`src/cache_pkg.sv`:
```
// cache geometry constants for the instruction cache
// fetch address split into tag, index, word and byte fields

package cache_pkg;

  // ----------------------------------------------------------------------
  // geometry
  // ----------------------------------------------------------------------

  // byte address space of 16 MB
  localparam int ADDR_W = 24;

  // address field widths
  localparam int TAG_W   = 10;
  localparam int INDEX_W = 9;
  localparam int WORD_W  = 3;
  localparam int BYTE_W  = 2;

  // 8 words of 32 bits per line
  localparam int LINE_WORDS = 8;

  // 512 lines give 16 KB in total
  localparam int NUM_LINES = 512;

  // ----------------------------------------------------------------------
  // address layout
  // ----------------------------------------------------------------------

  // tag | index | word | byte, msb first
  typedef struct packed {
    logic [TAG_W-1:0]   tag;
    logic [INDEX_W-1:0] index;
    logic [WORD_W-1:0]  word;
    // byte offset inside a word, ignored by the cache
    logic [BYTE_W-1:0]  byte_off;
  } fetch_addr_t;

endpackage

```
`src/bus_pkg.sv`:
```
// memory request and response structs for line fills
// program load write and fetched instruction structs

package bus_pkg;

  import cache_pkg::*;

  // instruction word width
  localparam int DATA_W = 32;

  // word address, byte bits dropped
  localparam int WADDR_W = ADDR_W - BYTE_W;

  // line fill request from the cache
  typedef struct packed {
    logic               stb;
    logic [WADDR_W-1:0] addr;
  } mem_req_t;

  // one burst beat back to the cache
  typedef struct packed {
    logic              ack;
    logic [DATA_W-1:0] data;
  } mem_rsp_t;

  // program load port of the memory
  typedef struct packed {
    logic               we;
    logic [WADDR_W-1:0] addr;
    logic [DATA_W-1:0]  data;
  } load_t;

  // fetched instruction tagged with its pc
  typedef struct packed {
    logic [ADDR_W-1:0] pc;
    logic [DATA_W-1:0] word;
  } instr_t;

endpackage

```
`src/fetch_seq.sv`:
```
// fetch sequencer holding the program counter
// redirect handling and discard of stale responses

`timescale 1ns/1ns

module fetch_seq import cache_pkg::*, bus_pkg::*; (
  input  logic              clk,
  input  logic              rst,
  input  logic              redirect,
  input  fetch_addr_t       target,
  input  logic              out_ready,
  // cache request side
  input  logic              req_ready,
  output logic              req_valid,
  output fetch_addr_t       req_addr,
  // cache response side
  input  logic              rsp_valid,
  input  logic [DATA_W-1:0] rsp_data,
  output logic              rsp_ready,
  // consumer
  output logic              out_valid,
  output instr_t            out_instr
);

  fetch_addr_t       pc_q;
  fetch_addr_t       target_word;
  logic              running_q;
  // pc of the request in flight and whether it still counts
  logic [ADDR_W-1:0] inflight_pc;
  logic              inflight_live;

  // targets are forced to a word boundary
  always_comb begin
    target_word          = target;
    target_word.byte_off = '0;
  end

  // no request goes out on the redirect cycle itself
  assign req_valid = running_q & ~redirect;
  assign req_addr  = pc_q;

  always_ff @(posedge clk) begin
    if (rst) begin
      pc_q          <= '0;
      running_q     <= 1'b0;
      inflight_live <= 1'b0;
    end else if (redirect) begin
      pc_q          <= target_word;
      running_q     <= 1'b1;
      // anything still outstanding belongs to the old stream
      inflight_live <= 1'b0;
    end else if (req_ready) begin
      inflight_live <= req_valid;
      if (req_valid) begin
        // one word per accepted fetch
        pc_q <= fetch_addr_t'(pc_q + ADDR_W'(4));
      end
    end
  end

  always_ff @(posedge clk) begin
    if (req_ready && req_valid) begin
      inflight_pc <= pc_q;
    end
  end

  // stale responses are consumed but never shown
  assign rsp_ready = out_ready;
  assign out_valid = rsp_valid & inflight_live & ~redirect;
  assign out_instr = '{pc: inflight_pc, word: rsp_data};

endmodule

```
`config.mk`:
```
export PLATFORM = sky130hd
export DESIGN_NAME = fetch_seq
export DESIGN_NICKNAME = d
export VERILOG_FILES = /design/src/cache_pkg.sv /design/src/bus_pkg.sv /design/src/fetch_seq.sv
export SDC_FILE = /design/constraint.sdc
export NUM_CORES = 1
export LEC_CHECK = 0
export BUFFER_PORTS_ARGS = -buffer_cell sky130_fd_sc_hd__buf_2
export CAP_MARGIN = 20
export CELL_PAD_IN_SITES_DETAIL_PLACEMENT = 2
export CELL_PAD_IN_SITES_GLOBAL_PLACEMENT = 2
export CORE_MARGIN = 1.5
export CORE_UTILIZATION = 23
export DETAILED_ROUTE_END_ITERATION = 6
export HOLD_SLACK_MARGIN = 0.12
export PLACE_DENSITY = 0.87
export SLEW_MARGIN = 20
export SYNTH_ARGS = -nofsm -noshare
export SYNTH_HDL_FRONTEND = slang
export SYNTH_SLANG_ARGS = --single-unit
```
`constraint.sdc`:
```
create_clock -name clk -period 2.36 [get_ports clk]
set_input_delay 0.236 -clock clk [delete_from_list [all_inputs] [get_ports clk]]
set_output_delay 0.236 -clock clk [all_outputs]
set_load 0.05 [all_outputs]
```
# [After elaboration in Yosys (flattened, before gate mapping)]
# Cells that the tools add are included.
[op_classes] bitwise=4 n_eq_ne=0 shifts=0 n_mux=3 add_sub_neg=1 reduce_logical=6 n_lt_le_gt_ge=0 div_mod_pow=0 multipliers=0
[op_table] operator="24-bit 2-to-1 mux" n=3
[op_table] operator="24-bit by 3-bit adder with 24-bit output, second input constant" n=1
[op_table] operator="2-bit AND reduction" n=2
[op_table] operator="2-bit nonzero test" n=2
[op_table] operator="1-bit AND" n=3
[op_table] operator="2-bit OR reduction" n=1
[op_table] operator="1-bit logical AND" n=1
[op_table] operator="1-bit inverter" n=1
[totals] ramBits=0 mem_bits_ro=0 out_inout_bits=83 in_bits=62 ff_bits=50 latchBits=0 memories=0

# [Depth between registers and ports, before layout]
# Gate-level depths: netlist (run 1).
[depth] ltp_word=5 mapped_depth=5

# [Worst setup path after synthesis (run 1)]
# OpenSTA, ideal clock, no wires.
[synth_timing] path_type="reg-to-reg" start="register pc_q (netlist bit req_addr[6])" end="register pc_q (netlist bit req_addr[17])" t_arrival_ns=2.073 synth_period_minus_slack_ns=2.164 stages_incl_launch_ff=6 setup_ns=0.091 slack_ns=0.196 path_cell_list="dfxtp_1 nand4_2 or3_1 clkbuf_2 or4_1 a311oi_1"
[synth_via] elab_chain_cells=4
[synth_lines] element="from (decl)" line_no="fetch_seq.sv:25" source="fetch_addr_t pc_q;"
[synth_lines] element="from (signal assigned)" line_no="fetch_seq.sv:48" source="pc_q <= target_word;"
[synth_lines] element="from (signal assigned)" line_no="fetch_seq.sv:56" source="pc_q <= fetch_addr_t'(pc_q + ADDR_W'(4));"
[synth_lines] element="24-bit by 3-bit adder with 24-bit output" line_no="fetch_seq.sv:56"
[synth_lines] element="24-bit 2-to-1 mux" line_no="fetch_seq.sv:54" source="if (req_valid) begin"
[synth_lines] element="24-bit 2-to-1 mux" line_no="fetch_seq.sv:52" source="end else if (req_ready) begin"
[synth_lines] element="24-bit 2-to-1 mux" line_no="fetch_seq.sv:47" source="end else if (redirect) begin"
# Every way passes these cells. The select of a mux whose other input is x is not followed.
# A chain may end at the register's enable or synchronous reset.

# [Final worst setup path (run 1)]
[layout_timing] start="register pc_q (netlist bit req_addr[2])" end="register pc_q (netlist bit req_addr[16])"
# Same word-level chain as after synthesis.

==> flow_summary.yaml, run 1 <==
cts:
  cts_root_buffer: "clkbuf_8"
  post_cts_resized: 0
  cts_buffer_depth: 2
  hold_buffers: 0
  cts_buffers: 5
  clock_latency_ns: 0.29
  clk_pin_slew_ns: 0.09
  cts_sinks: 46
  cts_tree: "built"
  cts_setup_buffers: 0
  h-tree-depth: 2
status:
  outcome: "complete, no violations"
power_and_ir_drop:
  power_mw: 1.80
  p_seq_frac: 0.515
  power.leakage_nw: 1.00
  p_int_mw: 1.26
  pwr-share-comb: 0.162
  switching_share: 0.300
  p_per_area_mw_per_mm2: 693
  switching_power_uw: 541
  ir_drop_mv: 0.195
  clkPwrFrac: 0.323
worst_setup_path:
  slowest_stage: "dfxtp_1"
  rr_worst_depth: 5
  crit_family: "simple AND/OR/NAND/NOR gates"
  cp_max_fo: 9
  crit_type: "reg -> reg"
  startpoint_type: "flip-flop"
  r2r_slack_ns: 0.24
  required_ns: 2.56
  critPathBufInv: 0
  slowest_delay_ns: 0.46
  regToRegEndpoint: "req_addr[16]"
  crit_chain: "ha_1 > and4_1 > nand4_2 > or3_1 > a311oi_1"
  endpoint_kind: "flip-flop"
  arrival_ns: 2.32
  timing.rr.start: "req_addr[2]"
floorplan:
  die_h_um: 102
  die_x_um: 102
  fp.dieArea_mm2: 0.0103
  core_region_area_mm2: 0.00933
  start_util: 0.240
  row_count: 35
  boundaryPins: 145
cells_and_area:
  fin_cells: 386
  n_antenna_cell: 0
  design_area_mm2: 0.00260
  final_util: 0.279
  drive_gt1_frac: 0.346
  nNetsFinal: 319
  areaGrowthSynthToFinish_pct: 16.0
synthesis:
  avgSynthCellArea_um2: 10.4
  ys_ff_latch: 46
  synth_edf_count: 22
  synth_top_area_cell: "edfxtp_1"
  yosysSeqAreaShare: 0.509
  ys_top_cells_by_area: "edfxtp_1, dfxtp_1, buf_4, a211oi_1, nor2_1"
  synth_most_common_cell: "buf_4"
  synth_cells: 216
  synth_common_cells: "buf_4, dfxtp_1, edfxtp_1, nor2_1, nand2_1"
  synth_flop_cell: "dfxtp_1"
  yosys_warnings: 0
  async_flop_share: 0
  synth_top_cell_area_share: 0.295
  synth_area_mm2: 0.00224
  synth_cell_types: 35
placed_design:
  io_buffers: 72
  dp_cells: 378
  hpwl_um: 4960
  post_dp_cell_area_mm2: 0.00249
  pre_cts_ws_ns: 0.225
  place_congestion: 0.750
sta:
  tns_ns: 0
  period_minus_slack_ns: 2.12
  layout_setup_ws_ns: 0.236
  hold_viol: 0
  drv_slew: 0
  min_period_over_period: 0.900
  rsz0062_at_grt: "false"
  setup_viol: 0
  fmax_ghz: 0.471
  holdWs_ns: 0.184
  finClkSkew_ns: 0.00812
global_route:
  grt_pass1_wl_um: 10300
  grt_max_degree: 30
  grt_overflow: 0
  antenna_found_initial: 0
  grt_pass1_vias: 1943
  grt_use_total: 0.129
job:
  maxCapViolCount: 0
min_path:
  min_to: "req_addr[2]"
  hold_path_class: "in -> reg"
  worstHoldStart: "target[2]"
  worstHoldPathCells: 3
detailed_routing:
  wirelength_um: 6490
  ant_nets: 0
  post_drt_wl_per_cell_um: 16.8
  routed_via_density: 4.55
  first_iter_violations: 50
  drc_errors: 0
  route.vias.total: 1755
  first_pass_iters: 4
==> worst max path at each step <==
stage	to	start	cells past startpoint
3_5_place_dp	req_addr[16]	req_addr[2]	5
3_3_place_gp	req_addr[22]	req_addr[2]	5
5_1_grt	req_addr[20]	req_addr[2]	5
2_1_floorplan	req_addr[17]	req_addr[6]	5
6_report	req_addr[16]	req_addr[2]	5
4_1_cts	req_addr[16]	req_addr[2]	5
==> registers in the layout, indices dropped and copies added (netlist names) <==
| signal | cells |
|---|---|
| req_addr | 22 |
| running_q | 1 |
| inflight_live | 1 |
| inflight_pc | 22 |
==> cell usage in the layout, fill, tap and decap left out, types with 5 or more instances in the layout <==
master / count
buf_2: 72
nand3_1: 8
nor2_1: 21
a211oi_1: 11
dfxtp_1: 24
clkbuf_8: 5
xnor2_1: 5
edfxtp_1: 22
nand2_1: 13
or3_1: 5
xor2_1: 6
a311oi_1: 8
and4_1: 6
==> per-layer routing <==
| layer | GRT usage | part of all wire | vias to the layer above |
|---|---|---|---|
| li1 | - | - | 827 |
| met1 | 0.139 | 0.39 | 844 |
| met2 | 0.230 | 0.50 | 57 |
| met3 | 0.0428 | 0.081 | 27 |
| met4 | 0.0577 | 0.031 | 0 |
| met5 | 0 | 0 | - |
==> kinds of logic after synthesis <==
| logic type | synth area share |
|---|---|
| adders and majority gates | 0.00558 |
| xor gates and xnor gates | 0.0430 |
| buffers and inverters | 0.143 |
| other | 0.00167 |
| DFF | 0.509 |
| AOI/OAI and AO/OA | 0.113 |
| and+or+nand+nor | 0.185 |
==> power groups by stage <==
| stage | Sequential, mW | Clock [mW] | Combinational [mW] |
|---|---|---|---|
| after floorplan | 1.06 | 0 | 0.240 |
| after global placement | 0.943 | 0 | 0.289 |
| after detailed placement | 0.947 | 0 | 0.296 |
| after CTS | 0.929 | 0.603 | 0.297 |
| after global routing | 0.937 | 0.631 | 0.313 |
| final | 0.928 | 0.583 | 0.292 |
==> worst reg2reg max path: stages, from the launching register on <==
cell and delay [ns]:
dfxtp_1 0.46, ha_1 0.21, and4_1 0.34, nand4_2 0.29
or3_1 0.43, a311oi_1 0.30
==> layout make-up <==
cell class,instances,area [um2]
clock buffers,5,68.8
well taps,129,161
repair buffers,75,383
inverters,3,11.3
flip-flops and latches,46,1140
clock inverters,3,40.0
multi-input cells,125,793
fillers,1059,6730
(Power assumes the default switching activity.)
==> run 2, diff against run 1 <==
Settings changed: CTS_CLUSTER_SIZE set to 40.
Clock period 2.36 ns to 2.4 ns, I/O delays scaled along.
==> run 2 against run 1 <==
- clock power is 1% lower
- cell area is 0.87% higher
- sequential power is 2% lower
- cell count is 0.78% higher
- total power is 1.3% lower
- combinational power hardly changed
- utilization is 0.24 points higher
- routed wire length is 0.23% higher
- non-clock buffer count is 3 higher
- global-route usage is 0.062 points higher
- fmax is 1.6% lower
- clock-buffer cell count stayed put
- largest cell class unchanged
- largest power group unchanged
==> flow_summary.yaml, run 2 (same netlist as run 1, synthesis figures left out) <==
cts:
  cts_setup_buffers: 0
  cts_root_buffer: "clkbuf_8"
  cts_tree: "built"
  cts_buffers: 5
  h-tree-depth: 2
  clock_latency_ns: 0.30
  hold_buffers: 0
  post_cts_resized: 0
  clk_pin_slew_ns: 0.09
  cts_sinks: 46
  cts_buffer_depth: 2
sta:
  min_period_over_period: 0.899
  period_minus_slack_ns: 2.16
  fmax_ghz: 0.463
  rsz0062_at_grt: "false"
  finClkSkew_ns: 0.00491
  setup_viol: 0
  hold_viol: 0
  drv_slew: 0
  layout_setup_ws_ns: 0.241
  tns_ns: 0
floorplan:
  die_h_um: 102
  die_x_um: 102
  start_util: 0.240
  row_count: 35
  core_region_area_mm2: 0.00933
  fp.dieArea_mm2: 0.0103
  boundaryPins: 145
worst_setup_path:
  slowest_stage: "dfxtp_1"
  endpoint_kind: "flip-flop"
  crit_chain: "ha_1 > and4_1 > nand4_2 > or3_1 > a311oi_1"
  rr_worst_depth: 5
  startpoint_type: "flip-flop"
  timing.rr.start: "req_addr[3]"
  slowest_delay_ns: 0.45
  required_ns: 2.59
  critical_path.startpoint: "req_addr[3]"
  crit_type: "reg -> reg"
  arrival_ns: 2.35
  cp_max_fo: 9
min_path:
  hold_path_class: "in -> reg"
  worstHoldStart: "target[2]"
  worstHoldPathCells: 3
placed_design:
  place_congestion: 0.748
  io_buffers: 72
  hpwl_um: 4980
  pre_cts_ws_ns: 0.208
  dp_cells: 381
detailed_routing:
  post_drt_wl_per_cell_um: 16.7
  route.vias.total: 1781
  routed_via_density: 4.58
  first_iter_violations: 60
  first_pass_iters: 4
  ant_nets: 0
  wl_met1_um: 2620
  dr.max_layer_used: "met5"
  drc_errors: 0
  wl_met2_um: 3110
  route.met3.wl_um: 502
  wirelength_um: 6510
global_route:
  antenna_found_initial: 1
  grt_max_degree: 25
  grt_pass1_vias: 1899
  grt_pass1_wl_um: 10200
  grt_overflow: 0
  grt_use_total: 0.130
cells_and_area:
  fin_cells: 389
  n_antenna_cell: 0
  final_cell_mix: "buf_2, dfxtp_1, edfxtp_1"
  final_util: 0.281
  mostFrequentLayoutCell: "buf_2"
  areaGrowthSynthToFinish_pct: 17.0
  nNetsFinal: 322
  drive_gt1_frac: 0.354
job:
  maxCapViolCount: 0
power_and_ir_drop:
  ir_drop_mv: 0.206
  p_per_area_mw_per_mm2: 679
  power.leakage_nw: 1.01
status:
  outcome: "complete, no violations"
## run 2: critical path: cells and delay by family, from the launching register on
| kind | cells | cell delay (ns) |
|---|---|---|
| simple gates | 3 | 1.07 |
| flops | 1 | 0.45 |
| compound gates | 1 | 0.32 |
| fa+ha+maj | 1 | 0.21 |
## run 2: through the flow
step / hold WS [ns] / area (um2) / total power [mW]
after global placement: 0.458 / 2510 / 1.22
after detailed placement: 0.477 / 2510 / 1.23
after global routing: 0.192 / 2620 / 1.87
after floorplan: 0.318 / 2250 / 1.28
final: 0.186 / 2620 / 1.78
after CTS: 0.180 / 2620 / 1.81
## run 2: routing by layer
metal  up-vias  track usage
li1        836            -
met1       850        0.143
met2        60        0.222
met3        33       0.0469
met4         2       0.0641
met5         -            0
## run 2: power by group
part / internal, mW / leakage, nW / total [mW] / switching, mW
clock network: 0.307 / 0.0579 / 0.576 / 0.269
registers: 0.862 / 0.399 / 0.911 / 0.0490
logic: 0.0747 / 0.557 / 0.293 / 0.218
total: 1.24 / 1.01 / 1.78 / 0.536
## run 2: final timing paths
| check | endpoint | slack [ns] |
|---|---|---|
| setup / recovery | req_addr[20] | 0.24 |
| hold / removal | req_addr[2] | 0.19 |
| setup reg to reg | req_addr[20] | 0.24 |
| hold reg to reg | inflight_pc[2] | 0.49 |
## run 2: cell type report
cell class                 instances  area (um2)
fill                            1063        6710
sequential                        46        1140
multi-input combinational        125         793
timing repair buffer              78         405
tap                              129         161
clock buffer                       5        68.8
clock inverter                     3        40.0
inverter                           3        11.3
